## src/logic/soc_map_pkg.sv

```systemverilog
// address map and timing constants of the harness, imported by the decoder, banks and debug logic
`default_nettype none

package soc_map_pkg;

  // --------------------
  // ram regions
  // --------------------

  // number of ram regions behind the decoder
  localparam int NumBanks = 4;

  // region index as carried from decoder to merger
  typedef logic [$clog2(NumBanks)-1:0] bank_idx_t;

  // base of bank 0, the others follow at a fixed stride
  localparam logic [31:0] BankBase   = 32'h0000_1000;
  localparam logic [31:0] BankStride = 32'h0000_1000;

  // each region is smaller than the stride
  // the gap between regions decodes as unmapped
  localparam int unsigned BankBytes = 1024;

  // word count per region, 32-bit words
  localparam int unsigned BankWords = BankBytes / 4;

  // --------------------
  // debug
  // --------------------

  // hold-off window after reset
  // lets the core run its init code before it can be halted
  localparam int DebugHoldoffCycles = 500;

endpackage

`default_nettype wire
```

## src/logic/debug_holdoff.sv

```systemverilog
// blocks debug requests to the core for a fixed window after reset, then gates them by enable
`default_nettype none
`timescale 1ns/10ps

module debug_holdoff (
  input  wire  clk_i,
  input  wire  rst_ni,
  input  wire  debug_req_i,
  input  wire  debug_en_i,
  output logic debug_req_o
);

  import soc_map_pkg::*;

  localparam int CntWidth = $clog2(DebugHoldoffCycles + 1);

  typedef logic [CntWidth-1:0] cnt_t;

  cnt_t cnt_q;
  logic holdoff;

  assign holdoff = (cnt_q != '0);

  // --------------------
  // hold-off counter
  // --------------------

  // counts down once, then sticks at zero
  always_ff @(posedge clk_i or negedge rst_ni) begin
    if (!rst_ni) begin
      cnt_q <= cnt_t'(DebugHoldoffCycles);
    end else if (holdoff) begin
      cnt_q <= cnt_q - 1'b1;
    end
  end

  // enable gating, kept combinational
  assign debug_req_o = ~holdoff & debug_en_i & debug_req_i;

endmodule

`default_nettype wire

```

## config.mk

```make
export PLATFORM = sky130hd
export DESIGN_NAME = debug_holdoff
export DESIGN_NICKNAME = d
export VERILOG_FILES = /design/src/logic/soc_map_pkg.sv /design/src/logic/debug_holdoff.sv
export SDC_FILE = /design/constraint.sdc
export NUM_CORES = 1
export LEC_CHECK = 0
export CORE_MARGIN = 8
export CORE_UTILIZATION = 30
export CTS_BUF_LIST = sky130_fd_sc_hd__clkbuf_16
export DETAILED_ROUTE_END_ITERATION = 7
export DONT_BUFFER_PORTS = 1
export PLACE_DENSITY = 0.48
export SKIP_LAST_GASP = 1
export SYNTH_ARGS = -nofsm -noshare
export SYNTH_HDL_FRONTEND = slang
export SYNTH_SLANG_ARGS = --single-unit
```

## constraint.sdc

```tcl
create_clock -name clk_i -period 1.9 [get_ports clk_i]
set_input_delay 0.38 -clock clk_i [delete_from_list [all_inputs] [get_ports clk_i]]
set_output_delay 0.38 -clock clk_i [all_outputs]
set_load 0.05 [all_outputs]
```

==> flow_summary.ini <==
[run_status]
status = finished, violations left
violations = setup timing

[drt]
top_layer = met4
wire_per_inst_um = 13.3
vias = 315
wl_met1_um = 397
remaining_drc_errors = 0
wl_met3_um = 23
wl_met2_um = 393
drt.antenna.violating_nets = 0
viasPerCell = 4.92
firstDrtPassIters = 2
drt_iter0_drc = 4
wl_um = 848

[synth]
syn_area_per_cell_sq_um = 11.4
ys_ff_latch = 9
synthCells = 39
syn_area_sq_um = 443
seq_area_frac_synth_pct = 52.5
syn_nets = 44
ys_types = 20
yosys_warnings = 0

[die]
io_pins = 5
core_area_sq_um = 1440
start_util_pct = 30.8
die_area_sq_um = 2960
die_h_um = 54.4
num_rows = 14
die_x_um = 54.4

[clocking]
ctsLongestPathBuffers = 2
cts_tree = yes
clock_latency_ns = 0.24
cts_setup_buffers = 0
cts_max_level = 1
numCtsBuffers = 3
cts.sinks = 9
cts.clk_slew.worst_paths_ns = 0.04
cts_root_buf = clkbuf_16
cts-resized-gates = 0

[power_and_ir_drop]
max-vdd-ir-drop_mv = 0.515
internal_power_mw = 0.471
power_mw = 0.573
p_comb_share_pct = 1.9
swShare_pct = 17.8
clkPwrFrac_pct = 64.4
p_sw_mw = 0.102
seqPwrFrac_pct = 33.7
p_per_area_nw_per_um2 = 977
power_leakage_nw = 0.273

[worst_setup_path]
critPathMaxFanout = 3
rrSetupSlack_ns = 0.39
cp.arrival_ns = 1.65
cp.required_ns = 1.52
end_kind = output port
setup.worst_path.class = reg2out
worstSetupStartpointType = flop

[timing]
period_needed_ns = 2.03
final_hold_viol_count = 0
rsz0062_at_grt = true
fin_crit_sh_pct = 107
finalMaxSlewViolations = 0
setup_violations = 1
fmax_mhz = 492
worstMarginPinSlew_ns = 0.431
maxSlewHeadroom_pct = 71.2
skew_ns = 0.00352
setup_tns_ns = -0.134
layout_setup_ws_ns = -0.134

[placement]
numPortBuffers = 0
dp_worst_setup_slack_ns = 0.0304
dpl_cell_area_sq_um = 498
globalplace.congestion = 0.733
place_inst = 59
dpl.hpwl_um = 596

[worst_hold_path]
hold_class = reg2reg

[final_layout]
drive_above_1_share_pct = 41.7
top_register = cnt_q
design_area_sq_um = 587
largestRegisters = cnt_q x9
final_nets = 54
fillers = 143
fin_cells = 64
largest_reg_flops = 9
area_delta_synth_final_pct = 32.5
diodes = 0

[global_routing]
track_usage_pct = 7.17
antenna_found_initial = 0
grt_start_max_net_pins = 10
grt_pass1_vias = 304
grt_pass1_wl_um = 1380
grt-ovfl-total = 0

[run]
maxCapViolations = 0
per-stage QoR:
| step | util (%) | hold slack, ns |
|---|---|---|
| after global routing | 40.9 | 0.514 |
| after floorplan | - | 0.0844 |
| after detailed placement | 34.7 | 0.0848 |
| after global placement | 34.7 | 0.0848 |
| final | 40.9 | 0.491 |
| after CTS | 40.9 | 0.495 |
critical path, cell delays in order, from the launching register on:
cell and delay, ns:
dfstp_2 0.37, or4_4 0.55, nor4_4 0.17, and3_4 0.33
kinds of logic after synthesis:
| kind of cell | synth area share, % |
|---|---|
| AO/OA/AOI/OAI | 14.1 |
| multiplexers | 4.80 |
| buffers and inverters | 1.70 |
| adder cells (fa/ha/maj) | 2.82 |
| AND/OR/NAND/NOR | 22.0 |
| XOR/XNOR | 1.98 |
| flip-flops | 52.5 |
path summary, 6_finish.rpt:
| check | start | endpoint | cells after the start |
|---|---|---|---|
| worst max-delay path | cnt_q[4] | debug_req_o | 3 |
| worst min-delay path | cnt_q[0] | cnt_q[0] | 1 |
| worst max register to register | cnt_q[4] | cnt_q[1] | 4 |
| worst min register to register | cnt_q[0] | cnt_q[0] | 1 |
| max in group asynchronous | rst_ni | cnt_q[7] | 1 |
| min in group asynchronous | rst_ni | cnt_q[3] | 1 |
synth_stat cells:
library cell,instances,share of area [%]
xnor2_1,1,2.0
o31ai_1,2,3.4
dfstp_2,6,36
or4_4,1,2.5
nand2b_1,2,2.8
or3_1,2,2.8
o21ai_0,6,6.8
and3_1,1,1.4
mux2_2,1,2.5
ha_1,1,2.8
nor4_4,1,4.8
nand2_1,1,0.85
o31a_2,1,2.3
nor3_1,2,2.3
o21bai_1,1,1.7
or2_2,2,2.8
nor2_1,2,1.7
mux2i_1,1,2.3
inv_1,2,1.7
dfrtp_1,3,17
power groups by stage:
| stage | Clock [mW] | Combinational (mW) | Sequential, mW |
|---|---|---|---|
| 2_1_floorplan | 0 | 0.00586 | 0.195 |
| 3_3_place_gp | 0 | 0.00611 | 0.195 |
| 3_5_place_dp | 0 | 0.00601 | 0.195 |
| 4_1_cts | 0.376 | 0.0115 | 0.193 |
| 5_1_grt | 0.386 | 0.0126 | 0.193 |
| 6_report | 0.369 | 0.0111 | 0.193 |
area by class of cell:
class,instances,area [sq um],share of cell area [%]
Clock buffer,3,75.1,12.8
Clock inverter,1,3.75,0.640
Inverter,2,7.51,1.28
Multi-Input combinational cell,28,208,35.4
Sequential cell,9,233,39.7
Tap cell,16,20.0,3.41
Timing Repair Buffer,5,40.0,6.82
placed cells by master (no fill, tap or decap), types with 2 or more instances in the layout:
master     n
o31ai_1    2
clkbuf_16  3
dfrtp_1    3
nor3_1     2
o21ai_0    6
or2_2      2
buf_4      4
or3_1      2
nor2_1     2
dfstp_2    6
nand2b_1   2
inv_1      3
timing repair:
item | 4_1_cts | 5_1_grt
hold buffers | 1 | 0
setup endpoints to repair | 1 | 1
pin swaps | 3 | 0
hold endpoints to repair | 9 | 0
metal layers:
layer  vias up  global-route usage, %
met5         -                      0
li1        161                      -
met1       146                   7.68
met4         0                   8.61
met2         4                   9.35
met3         4                   3.26
Note: power is estimated with default switching activity, not from simulation.
