### config.mk
export PLATFORM = sky130hd
export DESIGN_NAME = rsp_merger
export DESIGN_NICKNAME = d
export VERILOG_FILES = /design/src/logic/mem_bus_pkg.sv /design/src/logic/soc_map_pkg.sv /design/src/logic/rsp_merger.sv
export SDC_FILE = /design/constraint.sdc
export NUM_CORES = 1
export LEC_CHECK = 0
export BUFFER_PORTS_ARGS = -buffer_cell sky130_fd_sc_hd__buf_2
export CAP_MARGIN = 20
export CORE_MARGIN = 4
export CORE_UTILIZATION = 32
export DETAILED_ROUTE_END_ITERATION = 7
export GPL_TIMING_DRIVEN = 0
export HOLD_SLACK_MARGIN = 0.1
export PLACE_DENSITY = 0.81
export RECOVER_POWER = 50
export SYNTH_ARGS = -nofsm -noshare
export SYNTH_HDL_FRONTEND = slang
export SYNTH_SLANG_ARGS = --single-unit
### constraint.sdc
create_clock -name clk_i -period 1.28 [get_ports clk_i]
set_input_delay 0.128 -clock clk_i [delete_from_list [all_inputs] [get_ports clk_i]]
set_output_delay 0.128 -clock clk_i [all_outputs]
set_load 0.05 [all_outputs]
### src/logic/mem_bus_pkg.sv
// word bus types shared by the requester, the decoder, the banks and the response path
`default_nettype none

package mem_bus_pkg;

  // --------------------
  // widths
  // --------------------
  localparam int AddrWidth    = 32;
  localparam int DataWidth    = 32;
  localparam int StrbWidth    = DataWidth / 8;
  // word offset inside one region
  localparam int WordIdxWidth = 8;

  typedef logic [AddrWidth-1:0]    addr_t;
  typedef logic [DataWidth-1:0]    data_t;
  typedef logic [StrbWidth-1:0]    strb_t;
  typedef logic [WordIdxWidth-1:0] word_idx_t;

  // --------------------
  // bus structs
  // --------------------

  // one-cycle request strobe, no grant
  typedef struct packed {
    logic  req;
    logic  we;
    addr_t addr;
    strb_t be;
    data_t wdata;
  } mem_req_t;

  // response, valid for a single cycle
  typedef struct packed {
    logic  valid;
    logic  err;
    data_t rdata;
  } mem_rsp_t;

endpackage

`default_nettype wire

### src/logic/soc_map_pkg.sv
// address map and timing constants of the harness, imported by the decoder, banks and debug logic
`default_nettype none

package soc_map_pkg;

  // --------------------
  // ram regions
  // --------------------

  // number of ram regions behind the decoder
  localparam int NumBanks = 4;

  // region index as carried from decoder to merger
  typedef logic [$clog2(NumBanks)-1:0] bank_idx_t;

  // base of bank 0, the others follow at a fixed stride
  localparam logic [31:0] BankBase   = 32'h0000_1000;
  localparam logic [31:0] BankStride = 32'h0000_1000;

  // each region is smaller than the stride
  // the gap between regions decodes as unmapped
  localparam int unsigned BankBytes = 1024;

  // word count per region, 32-bit words
  localparam int unsigned BankWords = BankBytes / 4;

  // --------------------
  // debug
  // --------------------

  // hold-off window after reset
  // lets the core run its init code before it can be halted
  localparam int DebugHoldoffCycles = 500;

endpackage

`default_nettype wire
### src/logic/rsp_merger.sv
// response stage, picks the addressed bank's read data or returns an error for unmapped accesses
`default_nettype none
`timescale 1ns/10ps

module rsp_merger (
  input  wire                         clk_i,
  input  wire                         rst_ni,
  input  wire                         acc_i,
  input  wire soc_map_pkg::bank_idx_t sel_i,
  input  wire                         unmapped_i,
  input  wire mem_bus_pkg::data_t     bank_rdata_i [soc_map_pkg::NumBanks],
  output mem_bus_pkg::mem_rsp_t       rsp_o
);

  import soc_map_pkg::*;

  logic      acc_q;
  logic      unmapped_q;
  bank_idx_t sel_q;

  // --------------------
  // routing register
  // --------------------

  // same latency as the bank read port
  always_ff @(posedge clk_i or negedge rst_ni) begin
    if (!rst_ni) begin
      acc_q      <= 1'b0;
      unmapped_q <= 1'b0;
      sel_q      <= '0;
    end else begin
      acc_q      <= acc_i;
      unmapped_q <= unmapped_i;
      sel_q      <= sel_i;
    end
  end

  // --------------------
  // response select
  // --------------------

  // unmapped accesses act as an error slave
  always_comb begin
    rsp_o.valid = acc_q;
    rsp_o.err   = acc_q & unmapped_q;
    rsp_o.rdata = '0;
    if (acc_q && !unmapped_q) begin
      rsp_o.rdata = bank_rdata_i[sel_q];
    end
  end

  // the decoder flags unmapped only for an accepted access
  a_unmapped_has_acc: assert property (
    @(posedge clk_i) disable iff (!rst_ni)
    unmapped_i |-> acc_i
  ) else $error("unmapped flag raised without an access");

endmodule

`default_nettype wire

==> summary.txt <==
Floorplan
  • I/O pins: 168
  • Effective utilization at floorplan: between 30% and 40%
  • Die Ht: 71.6 um
  • Core Rows: 22
  • Die outline width: 71.6 um
  • Area of the placeable core: between 3000 and 4000 um^2
  • Area enclosed by the die boundary: 5120 um^2

Yosys
  • Cell area after synthesis: 1290 um^2
  • Synth Register Bits: 4
  • Gate Count Post-Synth: between 100 and 150
  • Main area contributors after synthesis: sky130_fd_sc_hd__mux2i_1, sky130_fd_sc_hd__o22ai_2, sky130_fd_sc_hd__dfrtp_1
  • Seq/Total Area, Yosys: 7.74%
  • Yosys cell types: 11
  • Main synth FF type: sky130_fd_sc_hd__dfrtp_1
  • Cell types with the highest counts after synthesis: sky130_fd_sc_hd__mux2i_1, sky130_fd_sc_hd__o22ai_2, sky130_fd_sc_hd__buf_4
  • Synthesis Warnings: 0
  • Per-instance average area after synthesis: 11.0 um^2
  • Fraction of post-synthesis cell area in the top cell type by area: around 50%
  • Net Count, Synth: 252
  • Most common cell in the synthesized netlist: sky130_fd_sc_hd__mux2i_1
  • Largest area contributor in the netlist: sky130_fd_sc_hd__mux2i_1
  • Number of enable flip-flop cells after synthesis: 0
  • Fraction of synthesis flops using an asynchronous set or reset pin: 100%

Setup path
  • Crit path required time: 1.15 ns
  • List of cells traversed by the critical path: or3b_4, buf_12, o22ai_4, buf_6
  • Buffering stage count on the worst path with inverters included: 2
  • Top delay family on crit path: simple AND/OR/NAND/NOR gates
  • Critical-path maximum fanout: 10
  • Arrival time of data at the critical path endpoint: 1.59 ns
  • Max incr delay on CP: 0.47 ns
  • Kind of end point of the critical path: output port
  • Slowest cell on the critical path: sky130_fd_sc_hd__or3b_4
  • Worst setup SP type: flop
  • Category of the critical setup timing path: reg -> out

Clocking
  • Clock sink total: 4
  • CTS tree: built
  • H-tree levels: 1
  • TritonCTS buffer count: 3
  • Clock Tree Buf Depth: 2
  • Clock transition at the register clock pins on the worst setup and hold paths after CTS: 0.03 ns
  • Root buffer selected by CTS: sky130_fd_sc_hd__clkbuf_8

Routing
  • Routed wire length per instance: 18.7 um
  • Detailed-route DRC error count: 0
  • Pre-Repair DR Iteration Count: 4
  • Via count of the routed design: 1,761
  • Antenna-violating nets left: 0
  • Post-Route WL: 6480 um
  • Vias per cell: 5.09
  • DR iter-0 viols: 32

STA
  • Final setup violation count: 32
  • Final-layout worst hold slack: 0.269 ns
  • Slew at the pin closest to its max-slew limit: 0.308 ns
  • Final period utilization: 134%
  • Worst max-slew margin expressed relative to the limit: between 70 and 80%
  • Setup repair after global routing missed its margin: yes
  • Final count of hold timing violations: 0
  • FMAX: 581 MHz
  • Final count of pins violating max slew: 0
  • Min setup slack post-route: -0.440 ns
  • Final critical delay including setup and external delays: 1.72 ns

Pwr
  • PwrDens: between 500 and 600 nW/um^2
  • Largest vdd supply drop: 630 uV
  • Total leakage power: 1.36 nW

Global routing
  • GRT overflow: 0
  • Total Routing Usage GR: 23.0%
  • Maximum number of pins on one net before global-route repair: 11
  • First-pass GRT wire length: 9410 um
  • Number of global-route vias before repair: 1,909
  • Initial antenna violation count: 0

Worst hold path
  • Path category of the worst min-delay check: in -> async

Place
  • PortBufs: around 170
  • Sum of net half-perimeters after detailed placement: 4530 um
  • Final estimated routing congestion in global placement: 0.845

Run status
  • Run status: finished, violations left
  • Failing checks: setup timing

Final layout
  • Ratio of cells with drive above 1 in the final layout: 90.9%
  • P&R area growth vs syn: 140%
  • Total Nets Final: 434
  • Fill count: 213
  • Post-route core utilization: 82.4%
  • Antenna Cells: 0

Run
  • Number of violations of the max-capacitance limit: 0
[cells by family after synthesis]
logic type / synth area share (%)
multiplexers: 49.5
flip-flops: 7.74
buffers and inverters: 10.9
AO/OA/AOI/OAI: 30.0
AND/OR/NAND/NOR: 1.84
[state kept, by name, indices dropped and copies added (netlist names)]
signal,flops
acc_q,1
sel_q,2
unmapped_q,1
[worst paths after layout]
kind | from | end | slack (ns) | depth (start not counted)
max | unmapped_q | rsp_o[10] | -0.44 | 4
min | rst_ni | sel_q[1] | 0.27 | 2
max in group asynchronous | rst_ni | acc_q | 0.83 | 2
min in group clk_i | sel_i[1] | sel_q[1] | 0.55 | 2
[area by class of cell]
cell class              count  area (um^2)  share of cell area (%)
well taps                  48         60.1                    1.93
flip-flops and latches      4          100                    3.22
clock buffers               3         41.3                    1.33
multi-input cells          99         1530                    49.3
repair buffers            179         1170                    37.7
plain buffers              13          204                    6.56
[layout by cell type, fill, tap and decap left out, drive strengths merged]
master	n
and2	1
o22ai	32
dlygate4sd3	5
mux2i	64
buf	185
or3b	1
nand3b	1
dfrtp	4
clkbuf	5
[per-layer routing]
| layer | vias up | GRT usage, % | wire, um |
|---|---|---|---|
| li1 | 832 | - | - |
| met1 | 837 | 24.7 | 2200 |
| met2 | 87 | 45.9 | 3740 |
| met3 | 5 | 4.77 | 497 |
| met4 | 0 | 4.18 | 46 |
| met5 | - | 0 | 0 |
[power by group]
group	switching, W	internal, W	total [W]
combinational	0.000646	0.000600	0.00125
clock	0.0000728	0.000201	0.000274
sequential	0.00000583	0.000134	0.000140
total	0.000725	0.000935	0.00166
[what timing repair did]
item / CTS / global route
hold endpoints to repair: 8 / 0
hold buffers: 5 / 0
resized for setup: 130 / 16
setup endpoints to repair: 32 / 32
setup buffers: 3 / 3
pin swaps: 1 / 4
gates cloned: 0 / 1
[through the flow]
stage	total power (W)	worst slack (ns)	cells	setup TNS, ns	area (um^2)
floorplan	0.000807	-0.187	118	-5.97	1540
global placement	0.00109	-0.386	333	-11.53	2430
detailed placement	0.00111	-0.393	333	-11.66	2430
CTS	0.00161	-0.434	344	-13.22	3010
global route	0.00173	-0.482	346	-14.12	3110
finish	0.00166	-0.440	346	-13.00	3110
Note: power is estimated with default switching activity, not from simulation.
