--- config.mk ---
export PLATFORM = sky130hd
export DESIGN_NAME = addr_decoder
export DESIGN_NICKNAME = d
export VERILOG_FILES = /design/src/logic/mem_bus_pkg.sv /design/src/logic/soc_map_pkg.sv /design/src/logic/addr_decoder.sv
export SDC_FILE = /design/constraint.sdc
export NUM_CORES = 1
export LEC_CHECK = 0
export ABC_AREA = 1
export ABC_CLOCK_PERIOD_IN_PS = 1150
export BUFFER_PORTS_ARGS = -buffer_cell sky130_fd_sc_hd__buf_4
export CAP_MARGIN = 20
export CORE_MARGIN = 2
export CORE_UTILIZATION = 26
export DETAILED_ROUTE_END_ITERATION = 10
export PLACE_DENSITY = 0.85
export SKIP_LAST_GASP = 1
export SYNTH_ARGS = -nofsm -noshare
export SYNTH_HDL_FRONTEND = slang
export SYNTH_SLANG_ARGS = --single-unit
export TNS_END_PERCENT = 1
--- constraint.sdc ---
create_clock -name vclk -period 1.15
set_clock_uncertainty 0.05 [all_clocks]
set_input_delay 0.0575 -clock vclk [all_inputs]
set_output_delay 0.0575 -clock vclk [all_outputs]
set_load 0.1 [all_outputs]
--- src/logic/mem_bus_pkg.sv ---
// word bus types shared by the requester, the decoder, the banks and the response path
`default_nettype none

package mem_bus_pkg;

  // --------------------
  // widths
  // --------------------
  localparam int AddrWidth    = 32;
  localparam int DataWidth    = 32;
  localparam int StrbWidth    = DataWidth / 8;
  // word offset inside one region
  localparam int WordIdxWidth = 8;

  typedef logic [AddrWidth-1:0]    addr_t;
  typedef logic [DataWidth-1:0]    data_t;
  typedef logic [StrbWidth-1:0]    strb_t;
  typedef logic [WordIdxWidth-1:0] word_idx_t;

  // --------------------
  // bus structs
  // --------------------

  // one-cycle request strobe, no grant
  typedef struct packed {
    logic  req;
    logic  we;
    addr_t addr;
    strb_t be;
    data_t wdata;
  } mem_req_t;

  // response, valid for a single cycle
  typedef struct packed {
    logic  valid;
    logic  err;
    data_t rdata;
  } mem_rsp_t;

endpackage

`default_nettype wire

--- src/logic/soc_map_pkg.sv ---
// address map and timing constants of the harness, imported by the decoder, banks and debug logic
`default_nettype none

package soc_map_pkg;

  // --------------------
  // ram regions
  // --------------------

  // number of ram regions behind the decoder
  localparam int NumBanks = 4;

  // region index as carried from decoder to merger
  typedef logic [$clog2(NumBanks)-1:0] bank_idx_t;

  // base of bank 0, the others follow at a fixed stride
  localparam logic [31:0] BankBase   = 32'h0000_1000;
  localparam logic [31:0] BankStride = 32'h0000_1000;

  // each region is smaller than the stride
  // the gap between regions decodes as unmapped
  localparam int unsigned BankBytes = 1024;

  // word count per region, 32-bit words
  localparam int unsigned BankWords = BankBytes / 4;

  // --------------------
  // debug
  // --------------------

  // hold-off window after reset
  // lets the core run its init code before it can be halted
  localparam int DebugHoldoffCycles = 500;

endpackage

`default_nettype wire
--- src/logic/addr_decoder.sv ---
// combinational address decoder, steers each request to one ram bank or flags it unmapped
`default_nettype none
`timescale 1ns/10ps

module addr_decoder (
  input  wire  mem_bus_pkg::mem_req_t          req_i,
  // per-bank strobes
  output logic [soc_map_pkg::NumBanks-1:0]     bank_req_o,
  output mem_bus_pkg::word_idx_t               word_idx_o,
  output logic                                 we_o,
  output mem_bus_pkg::strb_t                   be_o,
  output mem_bus_pkg::data_t                   wdata_o,
  // routing info for the response path
  output logic                                 acc_o,
  output soc_map_pkg::bank_idx_t               sel_o,
  output logic                                 unmapped_o
);

  import soc_map_pkg::*;
  import mem_bus_pkg::*;

  logic [NumBanks-1:0] hit;
  bank_idx_t           sel;
  addr_t               offset;

  // base address of region i
  function automatic addr_t region_base(input int unsigned i);
    return addr_t'(BankBase + addr_t'(i) * BankStride);
  endfunction

  // --------------------
  // region match
  // --------------------
  always_comb begin
    hit    = '0;
    sel    = '0;
    offset = '0;
    for (int unsigned i = 0; i < NumBanks; i++) begin
      if ((req_i.addr >= region_base(i)) &&
          (req_i.addr < region_base(i) + addr_t'(BankBytes))) begin
        hit[i] = 1'b1;
        sel    = bank_idx_t'(i);
        offset = req_i.addr - region_base(i);
      end
    end
  end

  // --------------------
  // outputs
  // --------------------

  // strobe only the bank that was hit
  assign bank_req_o = req_i.req ? hit : '0;

  // byte offset to word index
  assign word_idx_o = offset[WordIdxWidth+1:2];

  // write payload goes to all banks, strobe picks one
  assign we_o    = req_i.we;
  assign be_o    = req_i.be;
  assign wdata_o = req_i.wdata;

  assign acc_o      = req_i.req;
  assign sel_o      = sel;
  assign unmapped_o = req_i.req & ~|hit;

  // regions in the map must not overlap
  a_bank_onehot: assert final ($onehot0(bank_req_o))
    else $error("more than one bank strobed for one address");

endmodule

`default_nettype wire

==> results of run 1 <==
==> cell families (layout without fill, tap and decap cells) <==
logic type | Yosys count | after routing | synth area share [%]
and+or+nand+nor | 47 | 47 | 43.5
AOI/OAI and AO/OA | 1 | 1 | 0.843
buffers and inverters | 50 | 67 | 55.7
==> per-layer routing <==
| metal | share of wire [%] | up-vias | track usage [%] |
|---|---|---|---|
| met3 | 9.2 | 14 | 3.16 |
| met4 | 2.6 | 0 | 6.14 |
| met2 | 62 | 38 | 27.4 |
| met5 | 0 | - | 0 |
| li1 | - | 288 | - |
| met1 | 26 | 277 | 9.06 |
==> layout by cell type, fill, tap and decap left out, types with 4 or more instances in the layout <==
cell     synthesis  layout
nand2_1         10       6
buf_6            0       7
nand2_2          2       5
inv_1           12      12
nor2_2           9       4
buf_8            0       4
nor2_1          17       5
buf_4           38      39
buf_12           0       5
nor2_4           4      21
==> final timing paths <==
check / slack (ns) / startpoint / cells after the start / endpoint
max: -0.27 / req_i[64] / 10 / word_idx_o[2]
min: 0.07 / req_i[10] / 0 / wdata_o[10]
==> power by group through the flow <==
stage | Combinational (mW) | Clock, mW | Sequential [mW]
floorplan | 0.691 | 0 | 0
global placement | 0.182 | 0 | 0
detailed placement | 0.189 | 0 | 0
CTS | 0.191 | 0 | 0
global route | 0.229 | 0 | 0
finish | 0.214 | 0 | 0
==> critical path: stages <==
cell	delay [ns]
buf_6	0.09
nor2_4	0.10
nand2_2	0.07
nor2_4	0.16
nand4_1	0.20
nand2_4	0.13
nor2_4	0.05
buf_12	0.14
nor2_4	0.13
buf_12	0.18
==> synthesized netlist by cell type, drive strengths merged <==
cell | count | area share [%]
buf | 38 | 48
nor2 | 30 | 28
inv | 12 | 7.6
nand2 | 12 | 8.4
nand4 | 4 | 6.3
a21oi | 1 | 0.84
nor3 | 1 | 0.84
==> per-stage QoR <==
step / hold slack, ns / instances / utilization [%] / TNS [ns] / area [um2]
2_1_floorplan: 0.260 / 98 / - / -5.55 / 697
3_3_place_gp: 0.0657 / 140 / 38.2 / -2.92 / 837
3_5_place_dp: 0.0657 / 140 / 38.2 / -3.61 / 837
4_1_cts: 0.0657 / 143 / 42.9 / -3.13 / 941
5_1_grt: 0.0652 / 143 / 46.5 / -4.46 / 1020
6_report: 0.0650 / 143 / 46.5 / -3.07 / 1020
==> timing repair <==
action	4_1_cts	5_1_grt
endpoints found under the setup margin	15	15
pin swaps	3	15
setup buffers	3	0
gates resized for setup	18	20
==> final cells by class <==
cell class	count	area share (%)
Timing Repair Buffer	55	52.1
Multi-Input combinational cell	48	40.0
Inverter	12	4.42
Tap cell	28	3.44
==> results.sh, run 1 <==
export IMPL_port_buffers=47
export IMPL_initialDrtViolationCount=3
export IMPL_layout_min_cycle_time_ns=1.42
export IMPL_die_area_mm2=0.00268
export IMPL_antenna_left=0
export IMPL_ir_drop_uv=137
export IMPL_cp_arrival_ns=1.31
export IMPL_violations="negative setup slack"
export IMPL_coreArea_mm2=0.00219
export IMPL_grt_pass1_wl_um=2540
export IMPL_via_per_inst=4.31
export IMPL_start_util_pct=27.1
export IMPL_overflow=0
export IMPL_setup_violations_final=15
export IMPL_synth_cell_types=11
export IMPL_critPathCaptureType="output port"
export IMPL_grt_start_max_net_pins=8
export IMPL_die_h_um=51.8
export IMPL_grt_use_total_pct=12.3
export IMPL_drive_above_1_share_pct=78.3
export IMPL_pwr_share_comb_pct=100.0
export IMPL_pwr_share_seq_pct=0
export IMPL_vias=617
export IMPL_worst_slack_ns=-0.270
export IMPL_worst_slew_pin_slew_ns=0.284
export IMPL_num_rows=17
export IMPL_gp_congestion=0.707
export IMPL_required_ns=1.04
export IMPL_status="finished, violations left"
export IMPL_drv_slew=0
export IMPL_grt_pass1_vias=638
export IMPL_synth_area_um2=593
export IMPL_synth_net_count=168
export IMPL_drv_cap=0
export IMPL_cts_hold_buffers=0
export IMPL_power_leakage_nw=0.481
export IMPL_seq_area_um2=0
export IMPL_wl_per_cell_um=12.4
export IMPL_synth_seq_area_share_pct=0
export IMPL_drc=0
export IMPL_max_slew_margin_rel_pct=81.2
export IMPL_hpwl_um=1490
export IMPL_grt_antenna_before_repair=0
export IMPL_swShare_pct=49.8
export IMPL_powerDensity_mw_per_mm2=210
export IMPL_wl_um=1770
export IMPL_grt_setup_unrepaired="yes"
export IMPL_criticalPathCategory="input port to output port"
export IMPL_hold_violations=0
export IMPL_power_switching_mw=0.106
export IMPL_syn_inst=98
export IMPL_nClkBuffers=0
export IMPL_clockPowerShare_pct=0
export IMPL_avgSynthCellArea_um2=6.05
export IMPL_power_total_mw=0.214
export IMPL_area_growth_syn_to_layout_pct=71.9
export IMPL_post_route_period_util_pct=124
export IMPL_multi_input_area_um2=408
export IMPL_holdCritPathClass="input port to output port"
export IMPL_final_nets=187
export IMPL_num_antenna_cells=0
export IMPL_ios=123
export IMPL_design_seq_count=0
export IMPL_fmax_mhz=704
export IMPL_first_pass_iters=4
export IMPL_p_int_mw=0.107
export IMPL_place_ws_ns=-0.318
export IMPL_cp_max_fo=7
export IMPL_die_x_um=51.8
export IMPL_fillers=227
export IMPL_worst_setup_path_start_kind="input port"
export IMPL_ys_warn_count=0
No activity file was read; power rests on OpenSTA's default activity.
==> run 2, diff against run 1 <==
ABC_AREA = unset   (was 1)
CORE_MARGIN = unset   (was 2)
CORE_UTILIZATION = 27   (was 26)
PLACE_DENSITY = 0.86   (was 0.85)
==> run 2 against run 1 <==
Net effect: the run still ends with negative setup slack left; non-clock buffer count grew 4; power rose by 3.9%; global-route usage is 1.5 points higher; utilization increased by 4.8 points; synthesized cell count shrank 18%.
==> results.sh, run 2 <==
export IMPL_synth_cell_types=19
export IMPL_worst_slack_ns=-0.244
export IMPL_worstHoldStart="req_i[2]"
export IMPL_initialDrtViolationCount=3
export IMPL_whs_path_depth=0
export IMPL_synth_top_area_share_pct=45.4
export IMPL_worst_slew_pin_slew_ns=0.356
export IMPL_design_seq_count=0
export IMPL_area_growth_syn_to_layout_pct=80.9
export IMPL_hpwl_um=1490
export IMPL_overflow=0
export IMPL_ys_warn_count=0
export IMPL_status="finished, violations left"
export IMPL_fmax_mhz=717
export IMPL_die_h_um=50.2
export IMPL_violations="negative setup slack"
export IMPL_coreArea_mm2=0.00221
export IMPL_synth_area_top_cells="buf_4, nor3_2, nor4_2"
export IMPL_ir_drop_uv=137
export IMPL_hold_violations=0
export IMPL_grt_use_total_pct=13.9
export IMPL_drv_cap=0
export IMPL_holdPathEnd="wdata_o[2]"
export IMPL_start_util_pct=28.4
export IMPL_power_switching_mw=0.106
export IMPL_power_leakage_nw=0.544
export IMPL_layout_commonest_cell="buf_4"
export IMPL_grt_start_max_net_pins=10
export IMPL_cts_hold_buffers=0
export IMPL_criticalPathCategory="input port to output port"
export IMPL_critPathCaptureType="output port"
export IMPL_grt_setup_unrepaired="yes"
export IMPL_swShare_pct=47.8
export IMPL_final_cell_mix="buf_4, buf_6, nor3_4"
export IMPL_via_per_inst=4.68
export IMPL_final_nets=172
export IMPL_num_antenna_cells=0
export IMPL_cp_arrival_ns=1.29
export IMPL_post_route_period_util_pct=121
export IMPL_holdCritPathClass="input port to output port"
export IMPL_max_slew_margin_rel_pct=76.1
export IMPL_hold_slack_ns=0.0650
export IMPL_drive_above_1_share_pct=82.0
export IMPL_wl_um=1770
export IMPL_synth_common_cells="buf_4, nor3_2, inv_1, nor4_2, nand2_1"
export IMPL_synth_seq_area_share_pct=0
export IMPL_avgSynthCellArea_um2=7.85
export IMPL_powerDensity_mw_per_mm2=195
export IMPL_required_ns=1.04
export IMPL_yosysMostFrequentCell="buf_4"
export IMPL_grt_pass1_wl_um=2770
export IMPL_first_pass_iters=3
export IMPL_drc=0
export IMPL_cp_max_fo=3
export IMPL_worst_setup_path_start_kind="input port"
export IMPL_port_buffers=47
export IMPL_die_area_mm2=0.00252
export IMPL_seq_area_um2=0
export IMPL_synth_net_count=150
export IMPL_nClkBuffers=0
export IMPL_antenna_left=0
export IMPL_layout_min_cycle_time_ns=1.39
export IMPL_gp_congestion=0.730
export IMPL_pwr_share_seq_pct=0
export IMPL_grt_antenna_before_repair=0
export IMPL_ios=123
export IMPL_syn_inst=80
export IMPL_die_x_um=50.2
export IMPL_grt_pass1_vias=618
export IMPL_synth_area_um2=628
export IMPL_setup_violations_final=15
export IMPL_pwr_share_comb_pct=100.0
export IMPL_clockPowerShare_pct=0
export IMPL_vias=599
export IMPL_wl_per_cell_um=13.8
export IMPL_p_int_mw=0.116
export IMPL_power_total_mw=0.222
export IMPL_drv_slew=0
export IMPL_synth_top_cell_by_area="buf_4"
export IMPL_num_rows=17
run 2: cell count changes in the layout (fill, tap and decap cells not counted), moves of 4 or more:
| cell | delta |
|---|---|
| buf_4 | -7 |
| buf_6 | +11 |
| buf_8 | -4 |
| inv_1 | -4 |
| nand2_1 | -4 |
| nand2_2 | -4 |
| nor2_2 | -4 |
| nor2_4 | -21 |
| nor3_4 | +10 |
| nor4_4 | +6 |
run 2: worst max-delay path, stage by stage:
cell and delay, ns:
buf_6 0.10, nor4_4 0.39, nand3_2 0.18, buf_6 0.18
nor3_4 0.19, buf_12 0.20
run 2: kinds of logic (layout without fill, tap and decap cells):
family,after synthesis,after routing,synth area share (%)
AND/OR/NAND/NOR,29,29,43.4
buffers and inverters,47,67,52.0
AO/OA/AOI/OAI,3,3,3.19
XOR/XNOR,1,1,1.39
run 2: cell type report:
type,count,area (um2)
fill,215,1080
multi-input combinational,33,440
tap,28,35.0
inverter,8,30.0
timing repair buffer,59,631
run 2: timing repair:
item / in CTS / in global routing
endpoints found under the setup margin: 15 / 15
pin swaps: 14 / 4
gates cloned: 1 / 0
setup buffers: 1 / 0
resized for setup: 39 / 2
run 2: metal layers:
metal	wire [um]	up-vias	global-route usage (%)
met5	0	-	0
met4	5	0	1.90
met3	226	4	4.24
met2	1010	57	28.2
met1	522	269	13.6
li1	-	269	-
run 2: worst max-delay path by stage:
| stage | start | slack, ns | to |
|---|---|---|---|
| floorplan | req_i[55] | -0.73 | bank_req_o[1] |
| global placement | req_i[57] | -0.33 | bank_req_o[1] |
| detailed placement | req_i[57] | -0.35 | bank_req_o[1] |
| CTS | req_i[64] | -0.25 | bank_req_o[2] |
| global route | req_i[52] | -0.33 | sel_o[0] |
| finish | req_i[64] | -0.24 | bank_req_o[2] |
run 2: through the flow:
step / utilization [%] / TNS, ns / cells / worst slack, ns / area [um2]
5_1_grt: 51.4 / -4.43 / 128 / -0.325 / 1140
3_5_place_dp: 42.0 / -4.15 / 126 / -0.349 / 930
6_report: 51.4 / -3.23 / 128 / -0.244 / 1140
4_1_cts: 51.0 / -3.43 / 128 / -0.252 / 1130
3_3_place_gp: 42.0 / -4.04 / 126 / -0.329 / 930
2_1_floorplan: - / -8.95 / 80 / -0.731 / 738
run 2: power by group through the flow:
stage,clock [mW],combinational (mW),sequential [mW]
after floorplan,0,0.682,0
after global placement,0,0.197,0
after detailed placement,0,0.201,0
after CTS,0,0.223,0
after global routing,0,0.236,0
final,0,0.222,0
